### src/source/tile_pkg.sv
package tile_pkg;

  // ---------------------------------------------------------------------
  // Sizes
  // ---------------------------------------------------------------------
  localparam int XLEN       = 32;
  localparam int REG_NUM    = 16;
  localparam int REG_W      = 4;
  localparam int ROB_SIZE   = 8;
  localparam int ROB_ID_W   = 3;
  // Credit counter must reach ROB_SIZE itself
  localparam int ROB_CRED_W = ROB_ID_W + 1;

  // ---------------------------------------------------------------------
  // Encodings
  // ---------------------------------------------------------------------
  typedef enum logic [2:0] {
    OP_ADD = 3'd0,
    OP_SUB = 3'd1,
    OP_AND = 3'd2,
    OP_OR  = 3'd3,
    OP_XOR = 3'd4,
    OP_SLL = 3'd5,
    OP_MUL = 3'd6
  } op_e;

  typedef enum logic [1:0] {
    ENT_FREE = 2'd0,
    ENT_WAIT = 2'd1,
    ENT_DONE = 2'd2
  } rob_state_e;

  typedef enum logic {
    MUL_IDLE = 1'b0,
    MUL_RUN  = 1'b1
  } mul_state_e;

  // ---------------------------------------------------------------------
  // Buses
  // ---------------------------------------------------------------------
  typedef struct packed {
    op_e             op;
    logic [REG_W-1:0] rd;
    logic [REG_W-1:0] rs1;
    logic [REG_W-1:0] rs2;
    logic            use_imm;
    logic [XLEN-1:0] imm;
  } disp_inst_t;

  typedef struct packed {
    op_e                 op;
    logic [REG_W-1:0]    rd;
    logic [ROB_ID_W-1:0] rob_id;
    logic [XLEN-1:0]     opa;
    logic [XLEN-1:0]     opb;
  } issue_t;

  typedef struct packed {
    logic             valid;
    logic [REG_W-1:0] rd;
    logic [XLEN-1:0]  data;
  } phy_wr_t;

  typedef struct packed {
    logic                valid;
    logic [ROB_ID_W-1:0] rob_id;
    logic [XLEN-1:0]     data;
  } done_rpt_t;

  typedef struct packed {
    logic [REG_W-1:0] rd;
    logic [XLEN-1:0]  data;
  } commit_t;

endpackage

### src/source/tile_regfile.sv
`timescale 1ns/10ps

module tile_regfile (
  input  logic                        i_clk,
  input  logic                        i_arst_n,

  input  logic [tile_pkg::REG_W-1:0]  i_rd_addr_a,
  input  logic [tile_pkg::REG_W-1:0]  i_rd_addr_b,
  output logic [tile_pkg::XLEN-1:0]   o_rd_data_a,
  output logic [tile_pkg::XLEN-1:0]   o_rd_data_b,

  input  tile_pkg::phy_wr_t           i_wr0,
  input  tile_pkg::phy_wr_t           i_wr1
);

  import tile_pkg::*;

  logic [XLEN-1:0] r_regs [REG_NUM];

  always_ff @(posedge i_clk or negedge i_arst_n) begin
    if (!i_arst_n) begin
      for (int i = 0; i < REG_NUM; i++)
        r_regs[i] <= '0;
    end else begin
      // Writes to x0 are dropped
      if (i_wr0.valid && (i_wr0.rd != '0))
        r_regs[i_wr0.rd] <= i_wr0.data;
      if (i_wr1.valid && (i_wr1.rd != '0))
        r_regs[i_wr1.rd] <= i_wr1.data;
    end
  end

  assign o_rd_data_a = (i_rd_addr_a == '0) ? '0 : r_regs[i_rd_addr_a];
  assign o_rd_data_b = (i_rd_addr_b == '0) ? '0 : r_regs[i_rd_addr_b];

  // Busy table in dispatch keeps the two units on distinct targets
  a_no_wr_clash : assert property (@(posedge i_clk) disable iff (!i_arst_n)
    !(i_wr0.valid && i_wr1.valid && (i_wr0.rd == i_wr1.rd) && (i_wr0.rd != '0)))
    else $error("Both write ports target x%0d", i_wr0.rd);

endmodule

### src/source/tile_alu.sv
`timescale 1ns/10ps

module tile_alu (
  input  logic                 i_clk,
  input  logic                 i_arst_n,

  input  logic                 i_issue_valid,
  input  tile_pkg::issue_t     i_issue,

  output tile_pkg::phy_wr_t    o_wr,
  output tile_pkg::done_rpt_t  o_done
);

  import tile_pkg::*;

  logic                r_s1_valid;
  logic [REG_W-1:0]    r_s1_rd;
  logic [ROB_ID_W-1:0] r_s1_rob_id;
  logic [XLEN-1:0]     r_s1_data;

  logic                r_s2_valid;
  logic [REG_W-1:0]    r_s2_rd;
  logic [ROB_ID_W-1:0] r_s2_rob_id;
  logic [XLEN-1:0]     r_s2_data;

  function automatic logic [XLEN-1:0] alu_calc(op_e op, logic [XLEN-1:0] a,
                                                logic [XLEN-1:0] b);
    case (op)
      OP_ADD:  return a + b;
      OP_SUB:  return a - b;
      OP_AND:  return a & b;
      OP_OR:   return a | b;
      OP_XOR:  return a ^ b;
      OP_SLL:  return a << b[4:0];
      // Multiplies never reach this unit
      default: return '0;
    endcase
  endfunction

  // ---------------------------------------------------------------------
  // Stage 1 result, stage 2 writeback
  // ---------------------------------------------------------------------
  always_ff @(posedge i_clk or negedge i_arst_n) begin
    if (!i_arst_n) begin
      r_s1_valid <= 1'b0;
      r_s2_valid <= 1'b0;
    end else begin
      r_s1_valid <= i_issue_valid;
      r_s2_valid <= r_s1_valid;
    end
  end

  always_ff @(posedge i_clk) begin
    r_s1_rd     <= i_issue.rd;
    r_s1_rob_id <= i_issue.rob_id;
    r_s1_data   <= alu_calc(i_issue.op, i_issue.opa, i_issue.opb);

    r_s2_rd     <= r_s1_rd;
    r_s2_rob_id <= r_s1_rob_id;
    r_s2_data   <= r_s1_data;
  end

  assign o_wr   = '{valid: r_s2_valid, rd: r_s2_rd, data: r_s2_data};
  assign o_done = '{valid: r_s2_valid, rob_id: r_s2_rob_id, data: r_s2_data};

endmodule

### src/source/tile_mul.sv
`timescale 1ns/10ps

module tile_mul (
  input  logic                 i_clk,
  input  logic                 i_arst_n,

  input  logic                 i_issue_valid,
  input  tile_pkg::issue_t     i_issue,

  output tile_pkg::phy_wr_t    o_wr,
  output tile_pkg::done_rpt_t  o_done,
  output logic                 o_credit_ret
);

  import tile_pkg::*;

  mul_state_e          r_state;
  logic                r_out_valid;
  logic [XLEN-1:0]     r_mcand;
  logic [XLEN-1:0]     r_mplier;
  logic [XLEN-1:0]     r_acc;
  logic [REG_W-1:0]    r_rd;
  logic [ROB_ID_W-1:0] r_rob_id;

  logic                w_start;
  logic                w_last;
  logic [XLEN-1:0]     w_acc_nxt;

  assign w_start   = (r_state == MUL_IDLE) & i_issue_valid;
  // Done once no set bits remain above the current one
  assign w_last    = (r_mplier[XLEN-1:1] == '0);
  assign w_acc_nxt = r_mplier[0] ? (r_acc + r_mcand) : r_acc;

  // ---------------------------------------------------------------------
  // FSM
  // ---------------------------------------------------------------------
  always_ff @(posedge i_clk or negedge i_arst_n) begin
    if (!i_arst_n) begin
      r_state     <= MUL_IDLE;
      r_out_valid <= 1'b0;
    end else begin
      case (r_state)
        MUL_IDLE: if (i_issue_valid) r_state <= MUL_RUN;
        MUL_RUN:  if (w_last) r_state <= MUL_IDLE;
        default:  r_state <= MUL_IDLE;
      endcase
      r_out_valid <= (r_state == MUL_RUN) & w_last;
    end
  end

  // Shift-add datapath, low XLEN bits of the product
  always_ff @(posedge i_clk) begin
    if (w_start) begin
      r_mcand  <= i_issue.opa;
      r_mplier <= i_issue.opb;
      r_acc    <= '0;
      r_rd     <= i_issue.rd;
      r_rob_id <= i_issue.rob_id;
    end else if (r_state == MUL_RUN) begin
      r_acc    <= w_acc_nxt;
      r_mcand  <= r_mcand << 1;
      r_mplier <= r_mplier >> 1;
    end
  end

  // rd and rob_id hold until the credit is back
  assign o_wr         = '{valid: r_out_valid, rd: r_rd, data: r_acc};
  assign o_done       = '{valid: r_out_valid, rob_id: r_rob_id, data: r_acc};
  assign o_credit_ret = r_out_valid;

  a_no_issue_busy : assert property (@(posedge i_clk) disable iff (!i_arst_n)
    (r_state == MUL_RUN) |-> !i_issue_valid)
    else $error("Multiplier issued while running");

endmodule

### src/source/tile_rob.sv
`timescale 1ns/10ps

module tile_rob (
  input  logic                          i_clk,
  input  logic                          i_arst_n,

  input  logic                          i_alloc,
  input  logic [tile_pkg::REG_W-1:0]    i_alloc_rd,
  output logic [tile_pkg::ROB_ID_W-1:0] o_new_rob_id,

  input  tile_pkg::done_rpt_t           i_done0,
  input  tile_pkg::done_rpt_t           i_done1,

  output logic                          o_commit_valid,
  output tile_pkg::commit_t             o_commit
);

  import tile_pkg::*;

  logic [ROB_ID_W-1:0] r_head;
  logic [ROB_ID_W-1:0] r_tail;
  rob_state_e          r_state [ROB_SIZE];
  logic [REG_W-1:0]    r_rd    [ROB_SIZE];
  logic [XLEN-1:0]     r_data  [ROB_SIZE];

  // ---------------------------------------------------------------------
  // Head commit
  // ---------------------------------------------------------------------
  assign o_new_rob_id   = r_tail;
  assign o_commit_valid = (r_state[r_head] == ENT_DONE);
  assign o_commit       = '{rd: r_rd[r_head], data: r_data[r_head]};

  // ---------------------------------------------------------------------
  // Entry state and pointers
  // ---------------------------------------------------------------------
  always_ff @(posedge i_clk or negedge i_arst_n) begin
    if (!i_arst_n) begin
      r_head <= '0;
      r_tail <= '0;
      for (int i = 0; i < ROB_SIZE; i++)
        r_state[i] <= ENT_FREE;
    end else begin
      // Allocate, done and commit always touch different entries
      if (i_alloc) begin
        r_state[r_tail] <= ENT_WAIT;
        r_tail          <= r_tail + 1'b1;
      end
      if (i_done0.valid)
        r_state[i_done0.rob_id] <= ENT_DONE;
      if (i_done1.valid)
        r_state[i_done1.rob_id] <= ENT_DONE;
      if (o_commit_valid) begin
        r_state[r_head] <= ENT_FREE;
        r_head          <= r_head + 1'b1;
      end
    end
  end

  // Entry payload
  always_ff @(posedge i_clk) begin
    if (i_alloc)
      r_rd[r_tail] <= i_alloc_rd;
    if (i_done0.valid)
      r_data[i_done0.rob_id] <= i_done0.data;
    if (i_done1.valid)
      r_data[i_done1.rob_id] <= i_done1.data;
  end

  a_done_live : assert property (@(posedge i_clk) disable iff (!i_arst_n)
    (!i_done0.valid || (r_state[i_done0.rob_id] != ENT_FREE)) &&
    (!i_done1.valid || (r_state[i_done1.rob_id] != ENT_FREE)))
    else $error("Done report for a free ROB entry");

  a_alloc_free : assert property (@(posedge i_clk) disable iff (!i_arst_n)
    i_alloc |-> (r_state[r_tail] == ENT_FREE))
    else $error("ROB allocation over live entry %0d", r_tail);

endmodule

### src/source/tile_dispatch_ctrl.sv
`timescale 1ns/10ps

module tile_dispatch_ctrl (
  input  logic                           i_clk,
  input  logic                           i_arst_n,

  input  logic                           i_disp_valid,
  input  tile_pkg::disp_inst_t           i_disp,
  output logic                           o_disp_ready,

  output logic [tile_pkg::REG_W-1:0]     o_rd_addr_a,
  output logic [tile_pkg::REG_W-1:0]     o_rd_addr_b,
  input  logic [tile_pkg::XLEN-1:0]      i_rd_data_a,
  input  logic [tile_pkg::XLEN-1:0]      i_rd_data_b,

  input  logic [tile_pkg::ROB_ID_W-1:0]  i_new_rob_id,

  input  logic                           i_rob_ret,
  input  logic                           i_mul_ret,

  input  tile_pkg::phy_wr_t              i_alu_wr,
  input  tile_pkg::phy_wr_t              i_mul_wr,

  output logic                           o_alu_issue_valid,
  output logic                           o_mul_issue_valid,
  output tile_pkg::issue_t               o_issue
);

  import tile_pkg::*;

  logic [ROB_CRED_W-1:0] r_rob_cred;
  logic                  r_mul_cred;
  logic [REG_NUM-1:0]    r_busy;
  logic [REG_NUM-1:0]    w_busy_nxt;
  logic                  w_is_mul;
  logic                  w_src_busy;
  logic                  w_accept;

  // ---------------------------------------------------------------------
  // Resource check
  // ---------------------------------------------------------------------
  assign w_is_mul   = (i_disp.op == OP_MUL);
  // rs2 is ignored for immediate forms
  assign w_src_busy = r_busy[i_disp.rs1] | (~i_disp.use_imm & r_busy[i_disp.rs2]);

  assign o_disp_ready = (r_rob_cred != '0) & ~w_src_busy & ~r_busy[i_disp.rd] &
                        (r_mul_cred | ~w_is_mul);
  assign w_accept     = i_disp_valid & o_disp_ready;

  // Operand read and unit select
  assign o_rd_addr_a = i_disp.rs1;
  assign o_rd_addr_b = i_disp.rs2;

  assign o_alu_issue_valid = w_accept & ~w_is_mul;
  assign o_mul_issue_valid = w_accept & w_is_mul;

  assign o_issue = '{op:     i_disp.op,
                     rd:     i_disp.rd,
                     rob_id: i_new_rob_id,
                     opa:    i_rd_data_a,
                     opb:    i_disp.use_imm ? i_disp.imm : i_rd_data_b};

  // ---------------------------------------------------------------------
  // Credits and busy table
  // ---------------------------------------------------------------------
  always_comb begin
    w_busy_nxt = r_busy;
    if (i_alu_wr.valid)
      w_busy_nxt[i_alu_wr.rd] = 1'b0;
    if (i_mul_wr.valid)
      w_busy_nxt[i_mul_wr.rd] = 1'b0;
    // x0 never waits on a producer
    if (w_accept && (i_disp.rd != '0))
      w_busy_nxt[i_disp.rd] = 1'b1;
  end

  always_ff @(posedge i_clk or negedge i_arst_n) begin
    if (!i_arst_n) begin
      r_rob_cred <= ROB_CRED_W'(ROB_SIZE);
      r_mul_cred <= 1'b1;
      r_busy     <= '0;
    end else begin
      r_rob_cred <= r_rob_cred + ROB_CRED_W'(i_rob_ret) - ROB_CRED_W'(w_accept);
      if (i_mul_ret)
        r_mul_cred <= 1'b1;
      else if (o_mul_issue_valid)
        r_mul_cred <= 1'b0;
      r_busy <= w_busy_nxt;
    end
  end

  a_rob_cred_max : assert property (@(posedge i_clk) disable iff (!i_arst_n)
    r_rob_cred <= ROB_CRED_W'(ROB_SIZE))
    else $error("ROB credit above ROB_SIZE: %0d", r_rob_cred);

  a_mul_cred_ret : assert property (@(posedge i_clk) disable iff (!i_arst_n)
    i_mul_ret |-> !r_mul_cred)
    else $error("Multiplier credit returned while already held");

endmodule

### src/source/tile_top.sv
`timescale 1ns/10ps

module tile_top (
  input  logic                  i_clk,
  input  logic                  i_arst_n,

  input  logic                  i_disp_valid,
  input  tile_pkg::disp_inst_t  i_disp,
  output logic                  o_disp_ready,

  output logic                  o_commit_valid,
  output tile_pkg::commit_t     o_commit
);

  import tile_pkg::*;

  logic                w_accept;
  logic [REG_W-1:0]    w_rd_addr_a;
  logic [REG_W-1:0]    w_rd_addr_b;
  logic [XLEN-1:0]     w_rd_data_a;
  logic [XLEN-1:0]     w_rd_data_b;
  logic [ROB_ID_W-1:0] w_new_rob_id;
  logic                w_mul_ret;

  logic                w_alu_issue_valid;
  logic                w_mul_issue_valid;
  issue_t              w_issue;

  phy_wr_t             w_alu_wr;
  phy_wr_t             w_mul_wr;
  done_rpt_t           w_alu_done;
  done_rpt_t           w_mul_done;

  // ROB allocates on every accepted instruction
  assign w_accept = i_disp_valid & o_disp_ready;

  // ---------------------------------------------------------------------
  // Dispatch
  // ---------------------------------------------------------------------
  tile_dispatch_ctrl u_dispatch_ctrl (
    .i_clk             (i_clk),
    .i_arst_n          (i_arst_n),
    .i_disp_valid      (i_disp_valid),
    .i_disp            (i_disp),
    .o_disp_ready      (o_disp_ready),
    .o_rd_addr_a       (w_rd_addr_a),
    .o_rd_addr_b       (w_rd_addr_b),
    .i_rd_data_a       (w_rd_data_a),
    .i_rd_data_b       (w_rd_data_b),
    .i_new_rob_id      (w_new_rob_id),
    .i_rob_ret         (o_commit_valid),
    .i_mul_ret         (w_mul_ret),
    .i_alu_wr          (w_alu_wr),
    .i_mul_wr          (w_mul_wr),
    .o_alu_issue_valid (w_alu_issue_valid),
    .o_mul_issue_valid (w_mul_issue_valid),
    .o_issue           (w_issue)
  );

  // ---------------------------------------------------------------------
  // Execution units
  // ---------------------------------------------------------------------
  tile_alu u_alu (
    .i_clk         (i_clk),
    .i_arst_n      (i_arst_n),
    .i_issue_valid (w_alu_issue_valid),
    .i_issue       (w_issue),
    .o_wr          (w_alu_wr),
    .o_done        (w_alu_done)
  );

  tile_mul u_mul (
    .i_clk         (i_clk),
    .i_arst_n      (i_arst_n),
    .i_issue_valid (w_mul_issue_valid),
    .i_issue       (w_issue),
    .o_wr          (w_mul_wr),
    .o_done        (w_mul_done),
    .o_credit_ret  (w_mul_ret)
  );

  // ---------------------------------------------------------------------
  // Register file and ROB
  // ---------------------------------------------------------------------
  tile_regfile u_regfile (
    .i_clk       (i_clk),
    .i_arst_n    (i_arst_n),
    .i_rd_addr_a (w_rd_addr_a),
    .i_rd_addr_b (w_rd_addr_b),
    .o_rd_data_a (w_rd_data_a),
    .o_rd_data_b (w_rd_data_b),
    .i_wr0       (w_alu_wr),
    .i_wr1       (w_mul_wr)
  );

  tile_rob u_rob (
    .i_clk          (i_clk),
    .i_arst_n       (i_arst_n),
    .i_alloc        (w_accept),
    .i_alloc_rd     (i_disp.rd),
    .o_new_rob_id   (w_new_rob_id),
    .i_done0        (w_alu_done),
    .i_done1        (w_mul_done),
    .o_commit_valid (o_commit_valid),
    .o_commit       (o_commit)
  );

endmodule

### config.mk
export PLATFORM = sky130hd
export DESIGN_NAME = tile_top
export DESIGN_NICKNAME = d
export VERILOG_FILES = /design/src/source/tile_pkg.sv /design/src/source/tile_regfile.sv /design/src/source/tile_alu.sv /design/src/source/tile_mul.sv /design/src/source/tile_rob.sv /design/src/source/tile_dispatch_ctrl.sv /design/src/source/tile_top.sv
export SDC_FILE = /design/constraint.sdc
export NUM_CORES = 2
export LEC_CHECK = 0
export BUFFER_PORTS_ARGS = -buffer_cell sky130_fd_sc_hd__buf_2
export CELL_PAD_IN_SITES_DETAIL_PLACEMENT = 1
export CELL_PAD_IN_SITES_GLOBAL_PLACEMENT = 2
export CORE_AREA = 2 2 374 376
export CTS_BUF_LIST = sky130_fd_sc_hd__clkbuf_16
export CTS_CLUSTER_DIAMETER = 80
export DETAILED_ROUTE_END_ITERATION = 8
export DIE_AREA = 0 0 376 378
export PLACE_DENSITY_LB_ADDON = 0.1
export RECOVER_POWER = 50
export SLEW_MARGIN = 40
export SYNTH_ARGS = -nofsm -noshare
export SYNTH_HDL_FRONTEND = slang
export SYNTH_SLANG_ARGS = --single-unit
### constraint.sdc
create_clock -name i_clk -period 6.2 [get_ports i_clk]
set_clock_uncertainty 0.05 [all_clocks]
set_input_delay 0.93 -clock i_clk [delete_from_list [all_inputs] [get_ports i_clk]]
set_output_delay 0.93 -clock i_clk [all_outputs]
set_load 0.01 [all_outputs]
Word level (Yosys, flattened, before mapping). Memories as Yosys holds them, arrays and structs flattened. Cells that the tools add are included. W data, S select, Z words.

Bits in registers: 740. Bits in writable memories: 288. Input bits: 51. Output and inout port bits: 38. Logic and storage cells: 212. Memories kept: 2.

Memories: u_rob.r_data (words 8, width 32, read ports 1, clocked after memory_dff 0, wr ports 2, line tile_rob.sv:24) `logic [XLEN-1:0] r_data [ROB_SIZE];`; u_rob.r_rd (words 8, width 4, read ports 1, clocked after memory_dff 0, wr ports 1, line tile_rob.sv:23) `logic [REG_W-1:0] r_rd [ROB_SIZE];`.

Add/sub/neg operators: 7. Magnitude comparators: 22. Eq/ne operators: 7. Shift operators: 1. Muxes and demuxes: 63. Bitwise logic cells: 43. Reduce and logical (&&, ||, !) cells: 23.

Operators by type and width (count): $bwmux W512 (2); $mux W512 (2); $mux W32 (13); $bmux W32 S4 (2); $demux W32 S4 (2); $pmux W32 S6 (1); $mux W16 (7); $add A32 B32 Y32 (2); $and A16 B16 Y16 (3); $not A16 Y16 (3); $and A32 B32 Y32 (1); $or A32 B32 Y32 (1); $shl A32 B5 Y32 (1); $sub A32 B32 Y32 (1); $xor A32 B32 Y32 (1); $logic_not A31 Y1 (1); $lt A4 B5 Y1 const B (5); $and A8 B8 Y8 (3); $demux W2 S3 (4); $not A8 Y8 (3); $or A8 B8 Y8 (3); $ge A5 B5 Y1 const B (4); $not A4 Y5 (4); $ge A4 B4 Y1 const B (4); other kinds (27) (93).

Longest topological paths before layout.
Depth after elaboration: 16. Mapped depth: 26. Mapped depth without buffers: 21.

Cells and area by module. Synthesis repeated with hierarchy kept, for this count alone.

Cell total of the unflattened synthesis: 5802. Area total of the unflattened synthesis: 60862.1 um^2.

By module, submodules not included: tile_regfile (instances 1, cells an instance 2929, area each 29575.9 um^2, sequential area each 12011.5 um^2); tile_rob (instances 1, cells an instance 987, area each 15008.1 um^2, sequential area each 9198.8 um^2); tile_alu (instances 1, cells an instance 963, area each 7903.8 um^2, sequential area each 1611.5 um^2); tile_mul (instances 1, cells an instance 667, area each 5972.0 um^2, sequential area each 2822.7 um^2); tile_dispatch_ctrl (instances 1, cells an instance 255, area each 2396.0 um^2, sequential area each 528.0 um^2); tile_top (instances 1, cells an instance 1, area each 6.3 um^2, sequential area each 0.0 um^2).

Worst setup path after synthesis. OpenSTA, ideal clock, no wires.

Path kind: in2reg. From: in i_disp[33] in the netlist's numbering. To: reg u_alu.r_s1_data[24]. Library setup time: 0.133 ns. Data arrival time: 6.320 ns. Data required time: 6.017 ns. Path slack: -0.303 ns. Stages on the path: 23. Path buffers: 3. Path through: buf_6 -> buf_2 -> mux4_2 -> a222oi_1 -> o21ai_1 -> inv_2 -> buf_1 -> ha_1 -> nand4_1 -> or4_4 -> o31ai_1 -> xnor2_1 -> ha_1 -> nand2_1 -> inv_1 -> a311o_1 -> nand2_1 -> o311ai_0 -> o41ai_1 -> o21ai_0 -> a31oi_1 -> xor2_1 -> o211ai_1.

Longest elaborated chain between the ends: 8. Elaborated cells on any way between the ends: 14. Those cells by class: add/sub: 2; shift: 1; mux: 6; bitwise: 4; reduce/logical: 1.

Ends and longest elaborated chain: start: declaration (line tile_top.sv:8) `input tile_pkg::disp_inst_t i_disp,`; $not A4 Y5 (implied by the code) (line tile_regfile.sv:34) `assign o_rd_data_b = (i_rd_addr_b == '0) ? '0 : r_regs[i_rd_addr_b];`; $bmux W32 S4 (line tile_regfile.sv:34); $mux W32 (implied by the code) (2 in series) (line tile_regfile.sv:34); $mux W32 (*) (line tile_regfile.sv:34); $mux W32 (*) (line tile_dispatch_ctrl.sv:61) `opb: i_disp.use_imm ? i_disp.imm : i_rd_data_b};`; $sub A32 B32 Y32 (tied with other cells) (line tile_alu.sv:30) `OP_SUB: return a - b;`; $pmux W32 S6 (*) (line tile_alu.sv:28) `case (op)`; end signal: assignment (line tile_alu.sv:56) `r_s1_data <= alu_calc(i_issue.op, i_issue.opa, i_issue.opb);`; end: declaration (line tile_alu.sv:19) `logic [XLEN-1:0] r_s1_data;`.

Every way passes the cells marked *; elsewhere a longest branch is shown, timed or not. The select of a mux whose other input is x is not followed. A chain may end at the register's enable or synchronous reset.

Worst setup path after layout.
From: in i_disp[33] in the netlist's numbering. To: reg u_alu.r_s1_data[28].

Same word-level chain as after synthesis.

==> results_dict.tcl <==
set metrics [dict create \
    grt_use_total_pct 32.9 \
    cts_resized 0 \
    violations "max-capacitance violations, max-slew violations" \
    clock-sinks 1028 \
    crit_path_max_fanout 11 \
    clock_latency_ns 0.74 \
    cp-end-kind "flip-flop" \
    worst_pin_slew_ns 4.86 \
    synth_ff_type "dfrtp_1" \
    drtIter0Drc 4308 \
    synth_seq_cells 1028 \
    drcViolationCount 0 \
    via_count 46465 \
    die_w_microns 376 \
    grt_antenna_before_repair 10 \
    setup_tns_ns 0 \
    maxCapViolCount 22 \
    tritoncts "built" \
    synth-edff-count 359 \
    post_cts_buffers 0 \
    setup_viol 0 \
    finalCritPeriodShare_pct 90.1 \
    multi_input_comb_area_sq_um 31200 \
    pin_count 89 \
    synth_nets 5694 \
    fill_cells 14593 \
    htree_levels 3 \
    design.core.area_sq_um 139000 \
    slew_headroom_pct -224 \
    die_area_sq_um 142000 \
    startpoint "i_disp[33]" \
    cp_slowest_stage_delay_ns 0.65 \
    max_freq_ghz 0.179 \
    crit_type "in -> reg" \
    area_growth_pct 12.3 \
    hold_start "u_alu.r_s1_rd[0]$_DFF_P_" \
    startpoint_type "input port" \
    reg2reg_from "u_regfile.r_regs[33]$_DFF_PN0_" \
    cts_root_buffer "clkbuf_16" \
    postCtsHoldBufs 0 \
    via_per_inst 6.28 \
    cp_num_buf_inv 6 \
    ys_warn_count 0 \
    rsz0062_at_grt "false" \
    numCtsBuffers 119 \
    finalMaxSlewViolations 951 \
    rows 137 \
    grt_pass1_vias 47962 \
    crit_chain "buf_8 > mux4_2 > a222oi_1 > buf_4 > o21ai_4 > clkinv_1 > ha_1 > nand4_1 > or4_4 > o31ai_1 > xnor2_1 > ha_1 > nand2_1 > inv_1 > a311o_1 > nand2_1 > o311ai_0 > buf_4 > o41ai_2 > buf_4 > o311ai_0 > nand2_1 > xor2_1 > o211ai_1" \
    avgSynthCellArea_sq_um 11.0 \
    drtAntennaViolNets 0 \
    cp_top_family "compound AO/OA/AOI/OAI gates" \
    dp.final_hpwl_mm 153 \
    die_h_microns 378 \
    cellLeakagePower_nw 28.1 \
    clkSlewWorstSetupHoldPaths_ns 0.06 \
    drive_above_1_share_pct 21.8 \
    arrival_ns 6.18 \
    hold_violations 0 \
    io_buffer_count 88 \
    outcome "finished, violations left" \
    final_nets 5680 \
    clock_path_buffers 3 \
    yosysSeqAreaShare_pct 44.6 \
    ff_latch_area_sq_um 27000 \
    overflow 0 \
    synth_area_sq_um 60400 \
    slowest_stage "or4_4" \
    cp.required_ns 6.79 \
    ys_types 87 \
    synth-async-reset-ratio_pct 54.4 \
    grt_max_degree 143 \
    p_per_area_nw_per_um2 259 \
    irDropWorstVdd_mv 0.253 \
    netlist_instances 5505 \
    wirelength_mm 235 \
    wl_per_cell_microns 31.7 \
    period_needed_ns 5.59 \
    grt_pass1_wl_mm 341 \
    drt-pass1-iter-count 5 \
    initial_core_util_pct 43.6 \
    min-delay-path-class "reg -> reg" \
    gp_congestion 0.916 \
    power_w 0.0176 \
]
[power breakdown]
part	switching, W	leakage, nW	internal (W)
sequential	0.000324	11.9	0.00717
clock	0.00304	1.97	0.00390
combinational	0.00183	14.2	0.00131
[sequential cells by signal, indices dropped and copies added, names as in the netlist, 4 cells and up]
register	flops
u_rob.r_rd	32
u_alu.r_s1_rd	4
u_mul.r_mcand	32
u_alu.r_s2_rd	4
u_alu.r_s2_data	32
u_dispatch_ctrl.r_rob_cred	4
u_rob.r_data	256
u_dispatch_ctrl.r_busy	16
u_mul.r_mplier	32
u_regfile.r_regs	512
u_mul.r_rd	4
u_rob.r_state	16
u_alu.r_s1_data	32
u_mul.r_acc	32
[synthesized netlist by cell type (26+ instances only)]
master	count	share of area [%]
xnor2_1	63	0.91
dfxtp_1	110	3.6
mux2_2	212	4.0
o21ai_0	257	2.1
nand3_1	53	0.44
clkbuf_1	438	2.7
nor3_1	33	0.27
nor2_1	484	3.0
nand2_1	630	3.9
inv_1	106	0.66
nand2b_1	28	0.29
o22ai_1	48	0.50
mux2i_1	667	11
a21oi_1	459	3.8
xor2_1	26	0.38
buf_1	49	0.30
edfxtp_1	359	18
dfrtp_1	557	23
o21ai_1	38	0.31
ha_1	135	2.8
buf_2	43	0.36
mux4_2	342	13
[layout by cell type, fill, tap and decap left out, types with 212 or more instances in the layout]
cell and count:
a21oi_1 459, buf_4 266, dfrtp_1 554, edfxtp_1 359, mux2_2 212, mux2i_1 667, mux4_2 342, nand2_1 623
nor2_1 479, o21ai_0 256
[through the flow]
stage          std cells  cell area [sq um]  worst slack, ns  util [%]  hold slack (ns)
6_report            7403              67800            0.613      49.0            0.273
5_1_grt             7401              67800            0.197      49.0            0.274
4_1_cts             7399              68000            0.637      49.1            0.158
3_5_place_dp        7175              64200          -0.0989      46.3            0.263
3_3_place_gp        7166              63900           0.0577      46.1            0.261
2_1_floorplan       5505              60400           0.0682         -            0.260
[worst register-to-register path, cell delays in order (launching register included)]
cell      delay [ns]
dfrtp_1         0.41
mux4_2          0.49
a222oi_1        0.35
buf_4           0.20
o21ai_4         0.06
clkinv_1        0.08
ha_1            0.17
nand4_1         0.23
or4_4           0.65
o31ai_1         0.28
xnor2_1         0.13
ha_1            0.33
nand2_1         0.08
inv_1           0.06
a311o_1         0.16
nand2_1         0.09
o311ai_0        0.36
buf_4           0.19
o41ai_2         0.06
buf_4           0.16
o311ai_0        0.43
nand2_1         0.12
xor2_1          0.15
o211ai_1        0.18
[routing by layer]
metal  part of all wire (%)  track usage (%)  routed length (microns)
met4                    2.8             9.32                     6630
met2                     47             53.2                   109000
met5                  0.015                0                       36
met3                    6.5             4.47                    15300
met1                     44             46.2                   103000
[path summary, 6_finish.rpt]
check | end | slack [ns] | cells past startpoint
max in group asynchronous | u_regfile.r_regs[406]$_DFF_PN0_ | 1.08 | 4
max | u_alu.r_s1_data[28]$_DFF_P_ | 0.61 | 24
min in group asynchronous | u_rob.r_state[6]$_DFF_PN0_ | 0.88 | 1
max reg2reg | u_alu.r_s1_data[28]$_DFF_P_ | 0.63 | 23
min | u_alu.r_s2_rd[0]$_DFF_P_ | 0.27 | 0
min reg2reg | u_alu.r_s2_rd[0]$_DFF_P_ | 0.27 | 0
[kinds of logic (layout without fill, tap and decap cells)]
kind of cell	after synthesis	count (layout)	synth area share, %
AO/OA/AOI/OAI	1022	1022	9.78
XOR/XNOR	89	89	1.29
adder cells (fa/ha/maj)	138	138	2.90
buffers and inverters	659	748	4.31
flip-flops	1028	1028	44.6
multiplexers	1222	1222	27.8
other	0	2	0
AND/OR/NAND/NOR	1347	1347	9.30
[layout make-up]
| type | instances | share of cell area, % |
|---|---|---|
| Inverter | 117 | 0.651 |
| Tap cell | 1807 | 3.33 |
| Antenna cell | 2 | 0.00738 |
| Sequential cell | 1028 | 39.8 |
| Clock inverter | 103 | 1.09 |
| Clock buffer | 121 | 4.46 |
| Multi-Input combinational cell | 3818 | 45.9 |
| Timing Repair Buffer | 407 | 4.70 |
No activity file was read; power rests on OpenSTA's default activity.
